[config.mk]
export PLATFORM = sky130hd
export DESIGN_NAME = dot_engine_top
export DESIGN_NICKNAME = d
export VERILOG_FILES = /design/src/axil_pkg.sv /design/src/dot_types_pkg.sv /design/src/dot_engine_ctrl.sv /design/src/dot_engine_top.sv /design/src/dot_product_chain.sv /design/src/dsp_mac_pair.sv /design/src/operand_buffer.sv /design/src/result_accumulator.sv
export VERILOG_INCLUDE_DIRS = /design/src
export SDC_FILE = /design/constraint.sdc
export NUM_CORES = 2
export LEC_CHECK = 0
export BUFFER_PORTS_ARGS = -buffer_cell sky130_fd_sc_hd__buf_2
export CAP_MARGIN = 20
export CORE_MARGIN = 4
export CORE_UTILIZATION = 55
export DETAILED_ROUTE_END_ITERATION = 16
export PLACE_DENSITY = 0.74
export SYNTH_ARGS = -nofsm -noshare
export SYNTH_HDL_FRONTEND = slang
export SYNTH_SLANG_ARGS = --single-unit
export TNS_END_PERCENT = 10
[constraint.sdc]
create_clock -name clk -period 5.8 [get_ports clk]
set_input_delay 0.58 -clock clk [delete_from_list [all_inputs] [get_ports clk]]
set_output_delay 0.58 -clock clk [all_outputs]
set_load 0.02 [all_outputs]
[src/dot_settings.svh]
`ifndef DOT_SETTINGS_SVH
`define DOT_SETTINGS_SVH

// Lane count of the multiply pipeline.
`define DOT_LANES 4

// Unsigned operand widths.
`define DOT_FEAT_W 16
`define DOT_WGT_W 8

// One beat's chained result, and the wrapping accumulator.
`define DOT_RES_W 24
`define DOT_ACC_W 32

// Operand buffer depth in beats.
`define DOT_DEPTH 16
`define DOT_IDX_W 4

// AXI4-Lite bus widths.
`define DOT_AXI_ADDR_W 12
`define DOT_AXI_DATA_W 32

`endif

[src/axil_pkg.sv]
`include "dot_settings.svh"

package axil_pkg;

	typedef logic [`DOT_AXI_ADDR_W-1:0] addr_t;
	typedef logic [`DOT_AXI_DATA_W-1:0] data_t;

	typedef enum logic [1:0] {
		RESP_OKAY = 2'b00,
		RESP_EXOKAY = 2'b01,
		RESP_SLVERR = 2'b10,
		RESP_DECERR = 2'b11
	} resp_t;

	typedef struct packed {
		addr_t addr;
	} aw_t;

	typedef struct packed {
		addr_t addr;
	} ar_t;

	typedef struct packed {
		data_t data;
	} w_t;

	typedef struct packed {
		data_t data;
		resp_t resp;
	} r_t;

	typedef struct packed {
		resp_t resp;
	} b_t;

	// Register map.
	localparam addr_t REG_CTRL = 'h000;
	localparam addr_t REG_LENGTH = 'h004;
	localparam addr_t REG_STATUS = 'h008;
	localparam addr_t REG_RESULT = 'h00C;
	localparam addr_t FEAT_BASE = 'h100;
	localparam addr_t WGT_BASE = 'h200;

endpackage

[src/dot_types_pkg.sv]
`include "dot_settings.svh"

package dot_types_pkg;

	typedef logic [`DOT_FEAT_W-1:0] feature_t;
	typedef logic [`DOT_WGT_W-1:0] weight_t;
	typedef logic [`DOT_RES_W-1:0] beat_result_t;

	// Lower lane sits in the low half.
	typedef struct packed {
		feature_t hi;
		feature_t lo;
	} feature_pair_t;

	// Lane 0 in the low byte.
	typedef struct packed {
		weight_t [`DOT_LANES-1:0] lane;
	} weight_quad_t;

	// Operands of one beat in 96 bits.
	typedef struct packed {
		feature_pair_t feat_hi;
		feature_pair_t feat_lo;
		weight_quad_t wgt;
	} beat_t;

endpackage

[src/dot_engine_ctrl.sv]
`timescale 1ns/1ps
`include "dot_settings.svh"

module dot_engine_ctrl (
	input logic clk,
	input logic i_reset,
	input logic i_awvalid,
	input axil_pkg::aw_t i_aw,
	output logic o_awready,
	input logic i_wvalid,
	input axil_pkg::w_t i_w,
	output logic o_wready,
	output logic o_bvalid,
	output axil_pkg::b_t o_b,
	input logic i_bready,
	input logic i_arvalid,
	input axil_pkg::ar_t i_ar,
	output logic o_arready,
	output logic o_rvalid,
	output axil_pkg::r_t o_r,
	input logic i_rready,
	output logic o_feat_lo_we,
	output logic o_feat_hi_we,
	output logic o_wgt_we,
	output logic [`DOT_IDX_W-1:0] o_wr_idx,
	output axil_pkg::w_t o_wr_data,
	output logic [`DOT_IDX_W-1:0] o_rd_idx,
	output logic o_acc_clear,
	output logic o_acc_valid,
	output logic o_acc_last,
	input logic [`DOT_ACC_W-1:0] i_sum,
	input logic i_done
);

	localparam int unsigned LEN_W = `DOT_IDX_W + 1;
	// Buffer read plus chain latency.
	localparam int unsigned PIPE_DEPTH = 5;
	localparam axil_pkg::addr_t FEAT_MASK = ~axil_pkg::addr_t'(`DOT_DEPTH * 8 - 1);
	localparam axil_pkg::addr_t WGT_MASK = ~axil_pkg::addr_t'(`DOT_DEPTH * 4 - 1);

	logic wr_fire;
	logic rd_fire;
	axil_pkg::addr_t wr_addr;
	logic feat_sel;
	logic wgt_sel;
	logic buf_wr_ok;
	logic start_req;
	logic [LEN_W-1:0] length_q;
	logic busy_q;
	logic busy;
	logic issuing;
	logic issue_last;
	logic [`DOT_IDX_W-1:0] rd_idx_q;
	logic [PIPE_DEPTH-1:0] valid_pipe;
	logic [PIPE_DEPTH-1:0] last_pipe;
	logic bvalid_q;
	logic rvalid_q;
	axil_pkg::data_t rd_data;
	axil_pkg::data_t r_data_q;

	// AW and W are taken together.
	assign o_awready = i_awvalid & i_wvalid & ~bvalid_q;
	assign o_wready = o_awready;
	assign wr_fire = o_awready;
	assign wr_addr = i_aw.addr;

	assign feat_sel = (wr_addr & FEAT_MASK) == axil_pkg::FEAT_BASE;
	assign wgt_sel = (wr_addr & WGT_MASK) == axil_pkg::WGT_BASE;
	assign buf_wr_ok = wr_fire & ~busy_q;

	assign o_feat_lo_we = buf_wr_ok & feat_sel & ~wr_addr[2];
	assign o_feat_hi_we = buf_wr_ok & feat_sel & wr_addr[2];
	assign o_wgt_we = buf_wr_ok & wgt_sel;
	assign o_wr_idx = feat_sel ? wr_addr[3 +: `DOT_IDX_W] : wr_addr[2 +: `DOT_IDX_W];
	assign o_wr_data = i_w;

	assign start_req = buf_wr_ok & (wr_addr == axil_pkg::REG_CTRL) & i_w.data[0];
	assign o_acc_clear = start_req;

	always_ff @(posedge clk) begin
		if (i_reset) begin
			length_q <= LEN_W'(1);
		end else if (buf_wr_ok && wr_addr == axil_pkg::REG_LENGTH) begin
			if (i_w.data == '0) begin
				length_q <= LEN_W'(1);
			end else if (i_w.data > `DOT_AXI_DATA_W'(`DOT_DEPTH)) begin
				length_q <= LEN_W'(`DOT_DEPTH);
			end else begin
				length_q <= i_w.data[LEN_W-1:0];
			end
		end
	end

	// Beat sequencer steps one read index per cycle.
	assign issue_last = issuing & ((LEN_W'(rd_idx_q) + LEN_W'(1)) == length_q);

	always_ff @(posedge clk) begin
		if (i_reset) begin
			busy_q <= 1'b0;
			issuing <= 1'b0;
			rd_idx_q <= '0;
		end else if (start_req) begin
			busy_q <= 1'b1;
			issuing <= 1'b1;
			rd_idx_q <= '0;
		end else begin
			if (issuing) begin
				if (issue_last) begin
					issuing <= 1'b0;
				end else begin
					rd_idx_q <= rd_idx_q + 1'b1;
				end
			end
			if (busy_q && i_done) begin
				busy_q <= 1'b0;
			end
		end
	end

	assign o_rd_idx = rd_idx_q;
	assign busy = busy_q & ~i_done;

	always_ff @(posedge clk) begin
		if (i_reset) begin
			valid_pipe <= '0;
			last_pipe <= '0;
		end else begin
			valid_pipe <= {valid_pipe[PIPE_DEPTH-2:0], issuing};
			last_pipe <= {last_pipe[PIPE_DEPTH-2:0], issue_last};
		end
	end

	assign o_acc_valid = valid_pipe[PIPE_DEPTH-1];
	assign o_acc_last = last_pipe[PIPE_DEPTH-1];

	// Write response.
	always_ff @(posedge clk) begin
		if (i_reset) begin
			bvalid_q <= 1'b0;
		end else if (wr_fire) begin
			bvalid_q <= 1'b1;
		end else if (i_bready) begin
			bvalid_q <= 1'b0;
		end
	end

	assign o_bvalid = bvalid_q;
	assign o_b = '{resp: axil_pkg::RESP_OKAY};

	// Register reads.
	always_comb begin
		case (i_ar.addr)
			axil_pkg::REG_LENGTH: rd_data = `DOT_AXI_DATA_W'(length_q);
			axil_pkg::REG_STATUS: rd_data = `DOT_AXI_DATA_W'({i_done, busy});
			axil_pkg::REG_RESULT: rd_data = `DOT_AXI_DATA_W'(i_sum);
			default: rd_data = '0;
		endcase
	end

	assign o_arready = ~rvalid_q;
	assign rd_fire = i_arvalid & o_arready;

	always_ff @(posedge clk) begin
		if (i_reset) begin
			rvalid_q <= 1'b0;
		end else if (rd_fire) begin
			rvalid_q <= 1'b1;
		end else if (i_rready) begin
			rvalid_q <= 1'b0;
		end
	end

	// Data holds while rvalid waits for rready.
	always_ff @(posedge clk) begin
		if (rd_fire) begin
			r_data_q <= rd_data;
		end
	end

	assign o_rvalid = rvalid_q;
	assign o_r = '{data: r_data_q, resp: axil_pkg::RESP_OKAY};

endmodule

[src/dot_engine_top.sv]
`timescale 1ns/1ps
`include "dot_settings.svh"

module dot_engine_top (
	input logic clk,
	input logic i_reset,
	input logic i_awvalid,
	input axil_pkg::aw_t i_aw,
	output logic o_awready,
	input logic i_wvalid,
	input axil_pkg::w_t i_w,
	output logic o_wready,
	output logic o_bvalid,
	output axil_pkg::b_t o_b,
	input logic i_bready,
	input logic i_arvalid,
	input axil_pkg::ar_t i_ar,
	output logic o_arready,
	output logic o_rvalid,
	output axil_pkg::r_t o_r,
	input logic i_rready
);

	logic feat_lo_we;
	logic feat_hi_we;
	logic wgt_we;
	logic [`DOT_IDX_W-1:0] wr_idx;
	axil_pkg::w_t wr_data;
	logic [`DOT_IDX_W-1:0] rd_idx;
	logic acc_clear;
	logic acc_valid;
	logic acc_last;
	logic [`DOT_ACC_W-1:0] sum;
	logic done;
	dot_types_pkg::feature_pair_t feat_lo_rd;
	dot_types_pkg::feature_pair_t feat_hi_rd;
	dot_types_pkg::weight_quad_t wgt_rd;
	dot_types_pkg::beat_t beat;
	logic [`DOT_RES_W-1:0] beat_result;

	dot_engine_ctrl ctrl0 (
		.clk(clk),
		.i_reset(i_reset),
		.i_awvalid(i_awvalid),
		.i_aw(i_aw),
		.o_awready(o_awready),
		.i_wvalid(i_wvalid),
		.i_w(i_w),
		.o_wready(o_wready),
		.o_bvalid(o_bvalid),
		.o_b(o_b),
		.i_bready(i_bready),
		.i_arvalid(i_arvalid),
		.i_ar(i_ar),
		.o_arready(o_arready),
		.o_rvalid(o_rvalid),
		.o_r(o_r),
		.i_rready(i_rready),
		.o_feat_lo_we(feat_lo_we),
		.o_feat_hi_we(feat_hi_we),
		.o_wgt_we(wgt_we),
		.o_wr_idx(wr_idx),
		.o_wr_data(wr_data),
		.o_rd_idx(rd_idx),
		.o_acc_clear(acc_clear),
		.o_acc_valid(acc_valid),
		.o_acc_last(acc_last),
		.i_sum(sum),
		.i_done(done)
	);

	operand_buffer #(.T_ENTRY(dot_types_pkg::feature_pair_t)) feat_lo_buf (
		.clk(clk),
		.i_reset(i_reset),
		.i_wr_en(feat_lo_we),
		.i_wr_idx(wr_idx),
		.i_wr_data(dot_types_pkg::feature_pair_t'(wr_data.data)),
		.i_rd_idx(rd_idx),
		.o_rd_data(feat_lo_rd)
	);

	operand_buffer #(.T_ENTRY(dot_types_pkg::feature_pair_t)) feat_hi_buf (
		.clk(clk),
		.i_reset(i_reset),
		.i_wr_en(feat_hi_we),
		.i_wr_idx(wr_idx),
		.i_wr_data(dot_types_pkg::feature_pair_t'(wr_data.data)),
		.i_rd_idx(rd_idx),
		.o_rd_data(feat_hi_rd)
	);

	operand_buffer #(.T_ENTRY(dot_types_pkg::weight_quad_t)) wgt_buf (
		.clk(clk),
		.i_reset(i_reset),
		.i_wr_en(wgt_we),
		.i_wr_idx(wr_idx),
		.i_wr_data(dot_types_pkg::weight_quad_t'(wr_data.data)),
		.i_rd_idx(rd_idx),
		.o_rd_data(wgt_rd)
	);

	assign beat = '{feat_hi: feat_hi_rd, feat_lo: feat_lo_rd, wgt: wgt_rd};

	dot_product_chain chain0 (
		.clk(clk),
		.i_reset(i_reset),
		.i_beat(beat),
		.o_result(beat_result)
	);

	result_accumulator acc0 (
		.clk(clk),
		.i_reset(i_reset),
		.i_clear(acc_clear),
		.i_valid(acc_valid),
		.i_last(acc_last),
		.i_beat_result(beat_result),
		.o_sum(sum),
		.o_done(done)
	);

endmodule

[src/dot_product_chain.sv]
`timescale 1ns/1ps
`include "dot_settings.svh"

module dot_product_chain (
	input logic clk,
	input logic i_reset,
	input dot_types_pkg::beat_t i_beat,
	output logic [`DOT_RES_W-1:0] o_result
);

	dot_types_pkg::beat_t s1_beat;
	dot_types_pkg::feature_pair_t s2_feat_hi;
	dot_types_pkg::weight_t s2_wgt_2;
	dot_types_pkg::weight_t s2_wgt_3;
	dot_types_pkg::beat_result_t chain_0;
	dot_types_pkg::beat_result_t result_1;

	// Lanes 2/3 get one extra stage to meet pair 0's chain output.
	always_ff @(posedge clk) begin
		if (i_reset) begin
			s1_beat <= '0;
			s2_feat_hi <= '0;
			s2_wgt_2 <= '0;
			s2_wgt_3 <= '0;
		end else begin
			s1_beat <= i_beat;
			s2_feat_hi <= s1_beat.feat_hi;
			s2_wgt_2 <= s1_beat.wgt.lane[2];
			s2_wgt_3 <= s1_beat.wgt.lane[3];
		end
	end

	dsp_mac_pair pair_0 (
		.clk(clk),
		.i_reset(i_reset),
		.i_ax(s1_beat.feat_lo.lo),
		.i_bx(s1_beat.feat_lo.hi),
		.i_ay(s1_beat.wgt.lane[0]),
		.i_by(s1_beat.wgt.lane[1]),
		.i_chain('0),
		.o_result(chain_0)
	);

	dsp_mac_pair pair_1 (
		.clk(clk),
		.i_reset(i_reset),
		.i_ax(s2_feat_hi.lo),
		.i_bx(s2_feat_hi.hi),
		.i_ay(s2_wgt_2),
		.i_by(s2_wgt_3),
		.i_chain(chain_0),
		.o_result(result_1)
	);

	assign o_result = result_1;

endmodule

[src/dsp_mac_pair.sv]
`timescale 1ns/1ps
`include "dot_settings.svh"

module dsp_mac_pair (
	input logic clk,
	input logic i_reset,
	input dot_types_pkg::feature_t i_ax,
	input dot_types_pkg::feature_t i_bx,
	input dot_types_pkg::weight_t i_ay,
	input dot_types_pkg::weight_t i_by,
	input dot_types_pkg::beat_result_t i_chain,
	output dot_types_pkg::beat_result_t o_result
);

	dot_types_pkg::feature_t ax_q;
	dot_types_pkg::feature_t bx_q;
	dot_types_pkg::weight_t ay_q;
	dot_types_pkg::weight_t by_q;
	logic [`DOT_RES_W-1:0] prod_a;
	logic [`DOT_RES_W-1:0] prod_b;

	// A 16x8 product fits the result width exactly.
	assign prod_a = ax_q * ay_q;
	assign prod_b = bx_q * by_q;

	always_ff @(posedge clk) begin
		if (i_reset) begin
			ax_q <= '0;
			bx_q <= '0;
			ay_q <= '0;
			by_q <= '0;
			o_result <= '0;
		end else begin
			ax_q <= i_ax;
			bx_q <= i_bx;
			ay_q <= i_ay;
			by_q <= i_by;
			// Sum wraps at 24 bits like the hard DSP.
			o_result <= prod_a + prod_b + i_chain;
		end
	end

endmodule

[src/operand_buffer.sv]
`timescale 1ns/1ps
`include "dot_settings.svh"

module operand_buffer #(
	parameter type T_ENTRY = logic [31:0]
) (
	input logic clk,
	input logic i_reset,
	input logic i_wr_en,
	input logic [`DOT_IDX_W-1:0] i_wr_idx,
	input T_ENTRY i_wr_data,
	input logic [`DOT_IDX_W-1:0] i_rd_idx,
	output T_ENTRY o_rd_data
);

	T_ENTRY mem [`DOT_DEPTH];

	always_ff @(posedge clk) begin
		if (i_wr_en) begin
			mem[i_wr_idx] <= i_wr_data;
		end
	end

	// Registered read port.
	always_ff @(posedge clk) begin
		if (i_reset) begin
			o_rd_data <= '0;
		end else begin
			o_rd_data <= mem[i_rd_idx];
		end
	end

endmodule

[src/result_accumulator.sv]
`timescale 1ns/1ps
`include "dot_settings.svh"

module result_accumulator (
	input logic clk,
	input logic i_reset,
	input logic i_clear,
	input logic i_valid,
	input logic i_last,
	input logic [`DOT_RES_W-1:0] i_beat_result,
	output logic [`DOT_ACC_W-1:0] o_sum,
	output logic o_done
);

	logic [`DOT_ACC_W-1:0] beat_ext;

	assign beat_ext = `DOT_ACC_W'(i_beat_result);

	always_ff @(posedge clk) begin
		if (i_reset || i_clear) begin
			o_sum <= '0;
			o_done <= 1'b0;
		end else if (i_valid) begin
			// Wraps at 32 bits.
			o_sum <= o_sum + beat_ext;
			if (i_last) begin
				o_done <= 1'b1;
			end
		end
	end

endmodule

---- Word level (Yosys, flattened, before mapping) ----
Memories as Yosys holds them, arrays and structs flattened. A register that Yosys moved wholly into a read port is not among the register bits.
Cells that the tools add are included.
storage, ports and cells
  memories ................................ 3
  output and inout bits ................... 41
  bits in writable memories ............... 1536
  bits in registers ....................... 376
memories
  name             depth  bits a word  rd ports  clocked after Yosys merged registers in  wr ports  line                  RTL
  feat_hi_buf.mem  16     32           1         1                                        1         operand_buffer.sv:16  T_ENTRY mem [`DOT_DEPTH];
  feat_lo_buf.mem  16     32           1         1                                        1         operand_buffer.sv:16
  wgt_buf.mem      16     32           1         1                                        1         operand_buffer.sv:16
operators by class
  add/sub/neg operators ................... 6
  multiply operators ...................... 4
  order comparisons ....................... 1
  muxes and demuxes ....................... 19
  bitwise operators ....................... 18
  eq/ne operators ......................... 7
  reductions and logical operators ........ 11
operators with widths
  kind                   count
  $mul A16 B8 Y24        4
  $pmux W32 S3           1
  $add A24 B24 Y24       3
  $add A32 B24 Y32       1
  $gt A32 B5 Y1 const B  1
  $logic_not A32 Y1      1
  $eq A12 B3 Y1 const B  2
  $eq A12 B4 Y1 const B  2
  $mux W1                15
  $and A1 B1 Y1          12
  $logic_not A12 Y1      1
  $mux W5                2
  $eq A6 B4 Y1 const B   1
  $not A1 Y1             6
  $reduce_bool A2 Y1     3
  $add A4 B1 Y5 const B  1
  $eq A5 B2 Y1 const B   1
  $eq A5 B5 Y1           1
  $add A4 B1 Y4 const B  1
  $mux W4                1
  $reduce_and A2 Y1      2
  $logic_and A1 B1 Y1    2
  $reduce_or A2 Y1       1
  $logic_or A1 B1 Y1     1

---- Logic depth before layout (Yosys ltp) ----
  depth after elaboration ................. 7
  depth in mapped cells ................... 22
  mapped depth without buffers ............ 21

---- By module ----
A second synthesis with hierarchy kept.
unflattened totals
  cells, all modules ...................... 6483
  area, all modules ....................... 92558.8 um2
modules (own cells, without submodules)
  module                         times used  cells an instance  seq. area each (um2)  area an instance (um2)
  operand_buffer                 3           1116               16015.4               20703.6
  dsp_mac_pair at chain0.pair_0  1           1145               1441.4                10632.7
  dsp_mac_pair at chain0.pair_1  1           1128               1441.4                10563.9
  dot_product_chain              1           305                2882.8                4053.9
  dot_engine_ctrl                1           245                1421.4                2711.4
  result_accumulator             1           312                660.6                 2486.1

---- Least setup slack after synthesis ----
Ideal clock, no wire load.
  path kind ............................... reg2reg
  from .................................... reg chain0.pair_0.ay_q[1]
  to ...................................... reg chain0.pair_0.o_result[21]
  cell stages (with the launch flop) ...... 22
  arrival time ............................ 5.726 ns
  clock period less this slack ............ 5.846 ns
  buffers on the path ..................... 1
  setup slack ............................. -0.046 ns
  cell sequence ........................... dfxtp_1 clkbuf_1 nand2_1 fa_1 inv_1 fa_1 inv_1 fa_1 inv_1 fa_1 fa_1 inv_1 fa_1 inv_1 ha_1 a21o_1 a21o_1 a21o_1 a2111oi_0 a21oi_1 a41oi_1 mux2_2
on the way
  word-level cells in the longest chain between the ends .. 2
RTL lines
  element                   line                RTL
  start: declaration        dsp_mac_pair.sv:17  dot_types_pkg::weight_t ay_q;
  start signal: assignment  dsp_mac_pair.sv:36  ay_q <= i_ay;
  $mul A16 B8 Y24           dsp_mac_pair.sv:23  assign prod_a = ax_q * ay_q;
  $add A24 B24 Y24          dsp_mac_pair.sv:39  o_result <= prod_a + prod_b + i_chain;
  end signal: assignment    dsp_mac_pair.sv:39
  end: declaration          dsp_mac_pair.sv:12  output dot_types_pkg::beat_result_t o_result
No other way between the ends.
A chain may end at the register's enable or synchronous reset.

---- Worst setup path in the final report ----
  from .................................... reg chain0.pair_0.by_q[6]
  to ...................................... reg chain0.pair_0.o_result[21]
on the way
  word-level cells in the longest chain between the ends .. 2
RTL lines
  element                   line                RTL
  start: declaration        dsp_mac_pair.sv:18  dot_types_pkg::weight_t by_q;
  start signal: assignment  dsp_mac_pair.sv:37  by_q <= i_by;
  $mul A16 B8 Y24           dsp_mac_pair.sv:24  assign prod_b = bx_q * by_q;
  $add A24 B24 Y24          dsp_mac_pair.sv:39
No other way between the ends.

==> flow_summary.html <==
<table>
<tr><th>Metric</th><th>Value</th></tr>
<tr><th colspan="2">Clocking</th></tr>
<tr><td>Clock tree from TritonCTS</td><td>yes</td></tr>
<tr><td>Latest clock arrival within the worst-skew pair</td><td>0.83 ns</td></tr>
<tr><td>Htree depth</td><td>4</td></tr>
<tr><td>Cts bufs inserted</td><td>189</td></tr>
<tr><td>TritonCTS Sinks</td><td>2008</td></tr>
<tr><td>Clock input transition at the sequential cells of the worst setup and hold paths</td><td>0.06 ns</td></tr>
<tr><td>CTS root buf</td><td>sky130_fd_sc_hd__clkbuf_16</td></tr>
<tr><td>Worst-case clock buffer depth</td><td>3</td></tr>
<tr><th colspan="2">Final layout</th></tr>
<tr><td>Multi-input combinational cell area</td><td>0.0314 mm^2</td></tr>
<tr><td>Final net count</td><td>6460</td></tr>
<tr><td>P&amp;R area growth vs syn</td><td>12.8%</td></tr>
<tr><td>Total area of sequential cells</td><td>0.0560 mm^2</td></tr>
<tr><td>Fraction of final layout cells sized beyond drive strength 1</td><td>0.213</td></tr>
<tr><td>Core utilization of the finished layout</td><td>0.623</td></tr>
<tr><td>FILL cells</td><td>11316</td></tr>
<tr><th colspan="2">Die</th></tr>
<tr><td>Total Die Area</td><td>0.170 mm^2</td></tr>
<tr><td>Effective utilization at floorplan</td><td>0.553</td></tr>
<tr><td>Ports placed on the boundary</td><td>104</td></tr>
<tr><td>Num rows</td><td>148</td></tr>
<tr><td>Floorplan die width</td><td>412 um</td></tr>
<tr><td>Y dimension of the die</td><td>412 um</td></tr>
<tr><td>Core Region</td><td>0.162 mm^2</td></tr>
<tr><th colspan="2">Timing</th></tr>
<tr><td>Final critical path time including I/O delays and setup</td><td>5.64 ns</td></tr>
<tr><td>Unrepaired setup endpoints after global routing</td><td>true</td></tr>
<tr><td>Fin crit share</td><td>0.972</td></tr>
<tr><td>Maximum clock frequency</td><td>177 MHz</td></tr>
<tr><td>Worst Slack Setup Final</td><td>0.164 ns</td></tr>
<tr><td>Final total negative setup slack</td><td>0 ns</td></tr>
<tr><td>Actual transition at the worst max-transition pin</td><td>1.10 ns</td></tr>
<tr><td>Final setup violation count</td><td>0</td></tr>
<tr><td>Max Transition Viols Final</td><td>0</td></tr>
<tr><td>Setup Skew</td><td>0.0454 ns</td></tr>
<tr><td>Relative slew margins</td><td>0.258</td></tr>
<tr><td>Final Hold Vio Count</td><td>0</td></tr>
<tr><th colspan="2">Synth</th></tr>
<tr><td>Top-count cell post-synth</td><td>sky130_fd_sc_hd__edfxtp_1</td></tr>
<tr><td>Instance count of the mapped netlist</td><td>5481</td></tr>
<tr><td>Flip-flop and latch count after synthesis</td><td>2008</td></tr>
<tr><td>Yosys top cell area share</td><td>0.525</td></tr>
<tr><td>Post-synthesis area per instance</td><td>16.4 um^2</td></tr>
<tr><td>Largest area contributor in the netlist</td><td>sky130_fd_sc_hd__edfxtp_1</td></tr>
<tr><td>Sequential share of the synthesized area</td><td>0.623</td></tr>
<tr><td>Synthesized cell area</td><td>0.0898 mm^2</td></tr>
<tr><td>Number of synthesized flops with an enable pin</td><td>1568</td></tr>
<tr><td>Distinct cells, synth</td><td>80</td></tr>
<tr><td>Leading cell types by total area after synthesis</td><td>sky130_fd_sc_hd__edfxtp_1 (52%), sky130_fd_sc_hd__mux4_2 (12%), sky130_fd_sc_hd__dfxtp_1 (9.8%)</td></tr>
<tr><td>Most frequently used flop master after synthesis</td><td>sky130_fd_sc_hd__edfxtp_1</td></tr>
<tr><td>Fraction of synthesis flops using an asynchronous set or reset pin</td><td>0</td></tr>
<tr><td>Most frequent cells after synthesis</td><td>sky130_fd_sc_hd__edfxtp_1 (1568), sky130_fd_sc_hd__inv_1 (555), sky130_fd_sc_hd__mux4_2 (480)</td></tr>
<tr><td>Synthesis Warnings</td><td>0</td></tr>
<tr><th colspan="2">Placed design</th></tr>
<tr><td>Placer Congestion</td><td>0.902</td></tr>
<tr><td>Worst slack at placement</td><td>-0.0914 ns</td></tr>
<tr><td>Count of port buffers added during placement</td><td>99</td></tr>
<tr><td>Hpwl dp</td><td>132 mm</td></tr>
<tr><th colspan="2">Drt</th></tr>
<tr><td>Routed WL per cell</td><td>25.4 um</td></tr>
<tr><td>Via count</td><td>47299</td></tr>
<tr><td>Number of nets still failing antenna checks after routing</td><td>0</td></tr>
<tr><td># DRC</td><td>0</td></tr>
<tr><td>Via count normalized by instance count</td><td>5.82</td></tr>
<tr><td>Number of design-rule violations left by the first detailed-router iteration</td><td>4955</td></tr>
<tr><td>Pre-antenna DRT Iters</td><td>6</td></tr>
<tr><td>Final wirelength</td><td>206 mm</td></tr>
<tr><th colspan="2">Power and ir drop</th></tr>
<tr><td>Switch Pwr</td><td>5810 uW</td></tr>
<tr><td>Sw Ratio</td><td>0.202</td></tr>
<tr><td>Pleak</td><td>0.0361 uW</td></tr>
<tr><td>Part of the power in registers</td><td>0.543</td></tr>
<tr><td>Power share of the clock group</td><td>0.438</td></tr>
<tr><td>Fraction of power consumed by combinational cells</td><td>0.019</td></tr>
<tr><td>Cell-internal power</td><td>22900 uW</td></tr>
<tr><td>Power per standard cell area</td><td>284 mW/mm^2</td></tr>
<tr><td>Max rail drop VDD</td><td>0.335 mV</td></tr>
<tr><td>Overall power</td><td>28700 uW</td></tr>
<tr><th colspan="2">Global route</th></tr>
<tr><td>Number of antenna violations at the first check in global routing</td><td>16</td></tr>
<tr><td>Wire length of the first global-routing pass</td><td>313 mm</td></tr>
<tr><td>Total congestion overflow</td><td>0</td></tr>
<tr><td>Vias in the first global route</td><td>49213</td></tr>
<tr><td>Largest net degree at the start of global routing</td><td>158</td></tr>
<tr><td>Global-route total usage across every layer</td><td>0.248</td></tr>
<tr><th colspan="2">Setup path</th></tr>
<tr><td>CP Data Required Time</td><td>6.49 ns</td></tr>
<tr><td>Critical path class</td><td>flip-flop to flip-flop</td></tr>
<tr><td>Cells on worst reg2reg path</td><td>20</td></tr>
<tr><td>CP arrival</td><td>6.33 ns</td></tr>
<tr><td>Launching element type of the critical path</td><td>flip-flop</td></tr>
<tr><td>Crit path max fanout</td><td>6</td></tr>
<tr><td>Critical Path End Type</td><td>flip-flop</td></tr>
<tr><th colspan="2">Run</th></tr>
<tr><td>Max capacitance violation total</td><td>0</td></tr>
<tr><th colspan="2">Worst hold path</th></tr>
<tr><td>Worst hold stages</td><td>3</td></tr>
<tr><td>Hold Path Class</td><td>input pin to flip-flop</td></tr>
<tr><th colspan="2">Outcome</th></tr>
<tr><td>Result of the run</td><td>finished clean</td></tr>
</table>
[cell families after synthesis]
group / synth area share
multiplexers: 0.123
other: 0.0000418
buffers and inverters: 0.0341
flip-flops: 0.623
XOR/XNOR: 0.00527
adder cells (fa/ha/maj): 0.122
AO/OA/AOI/OAI: 0.0179
AND/OR/NAND/NOR: 0.0751
[cell type report]
type	instances	share of cell area
Timing Repair Buffer	342	0.0259
Multi-Input combinational cell	2692	0.310
Clock inverter	90	0.00982
Antenna cell	2	0.0000494
Sequential cell	2008	0.553
Tap cell	2175	0.0269
Clock buffer	267	0.0539
Inverter	555	0.0206
[per-layer routing]
metal | routed length [um] | GRT usage
met4 | 4880 | 0.0603
met5 | 42 | 0
met1 | 80300 | 0.342
met2 | 103000 | 0.415
met3 | 17800 | 0.0465
[worst max-delay path: stages (launching register included)]
cell                       delay (ns)
sky130_fd_sc_hd__dfxtp_4         0.39
sky130_fd_sc_hd__clkbuf_2        0.19
sky130_fd_sc_hd__buf_4           0.13
sky130_fd_sc_hd__nand2_1         0.06
sky130_fd_sc_hd__fa_1            0.54
sky130_fd_sc_hd__fa_1            0.43
sky130_fd_sc_hd__inv_1           0.09
sky130_fd_sc_hd__fa_2            0.47
sky130_fd_sc_hd__fa_2            0.41
sky130_fd_sc_hd__fa_1            0.53
sky130_fd_sc_hd__inv_1           0.05
sky130_fd_sc_hd__fa_1            0.47
sky130_fd_sc_hd__inv_1           0.04
sky130_fd_sc_hd__ha_1            0.28
sky130_fd_sc_hd__a2111o_1        0.38
sky130_fd_sc_hd__a21oi_2         0.12
sky130_fd_sc_hd__buf_6           0.13
sky130_fd_sc_hd__o31ai_2         0.07
sky130_fd_sc_hd__a21o_1          0.19
sky130_fd_sc_hd__a41oi_2         0.20
sky130_fd_sc_hd__mux2_4          0.32
[metrics by stage]
step                area, um^2  hold slack [ns]  instances
floorplan                89800            0.414       5484
global placement         94400            0.417       7755
detailed placement       94400            0.420       7755
CTS                     101000          0.00303       8116
global route            101000           0.0490       8129
finish                  101000           0.0648       8131
[worst paths after layout]
check                                         startpoint                          to  slack, ns
worst max-delay path               chain0.pair_0.by_q[6]  chain0.pair_0.o_result[21]       0.16
worst min-delay path                           i_arvalid              ctrl0.o_rvalid       0.06
worst max register to register     chain0.pair_0.by_q[6]  chain0.pair_0.o_result[21]       0.16
worst min register to register  feat_hi_buf.o_rd_data[4]          chain0.s1_beat[68]       0.43
[state kept, by name, summed over array words and instances (netlist names), 16 cells and up]
register                cells
feat_hi_buf.o_rd_data      32
chain0.s1_beat             96
feat_lo_buf.mem           512
chain0.s2_feat_hi          32
chain0.pair_1.ax_q         16
chain0.pair_0.bx_q         16
feat_hi_buf.mem           512
chain0.pair_0.o_result     24
chain0.pair_1.o_result     24
acc0.o_sum                 32
wgt_buf.mem               512
chain0.pair_0.ax_q         16
feat_lo_buf.o_rd_data      32
wgt_buf.o_rd_data          32
ctrl0.r_data_q             32
chain0.pair_1.bx_q         16
[layout by cell type, fill, tap and decap left out, types with 45 or more instances in the layout]
cell type | synthesis | final
sky130_fd_sc_hd__inv_1 | 555 | 556
sky130_fd_sc_hd__nor2b_1 | 370 | 365
sky130_fd_sc_hd__a21oi_1 | 68 | 59
sky130_fd_sc_hd__clkbuf_1 | 152 | 45
sky130_fd_sc_hd__nor2_1 | 145 | 103
sky130_fd_sc_hd__clkbuf_16 | 0 | 199
sky130_fd_sc_hd__ha_1 | 170 | 165
sky130_fd_sc_hd__buf_4 | 9 | 211
sky130_fd_sc_hd__nand2_1 | 355 | 355
sky130_fd_sc_hd__and2_1 | 248 | 247
sky130_fd_sc_hd__edfxtp_1 | 1568 | 1568
sky130_fd_sc_hd__buf_2 | 45 | 98
sky130_fd_sc_hd__mux4_2 | 480 | 480
sky130_fd_sc_hd__fa_1 | 439 | 432
sky130_fd_sc_hd__dfxtp_1 | 440 | 385
[power groups by stage]
stage	sequential, uW	clock (uW)	combinational [uW]
after floorplan	15900	0	195
after global placement	15900	0	518
after detailed placement	15900	0	536
after CTS	15600	12800	539
after global routing	15600	13400	592
final	15600	12600	543
[what timing repair did]
| action | in CTS | in global routing |
|---|---|---|
| setup buffers | 0 | 12 |
| endpoints found under the setup margin | 3 | 17 |
| hold endpoints to repair | 4 | 0 |
| pin swaps | 0 | 29 |
| gates resized for setup | 13 | 103 |
| hold buffers | 4 | 0 |
Power figures use the tool's default switching activity.
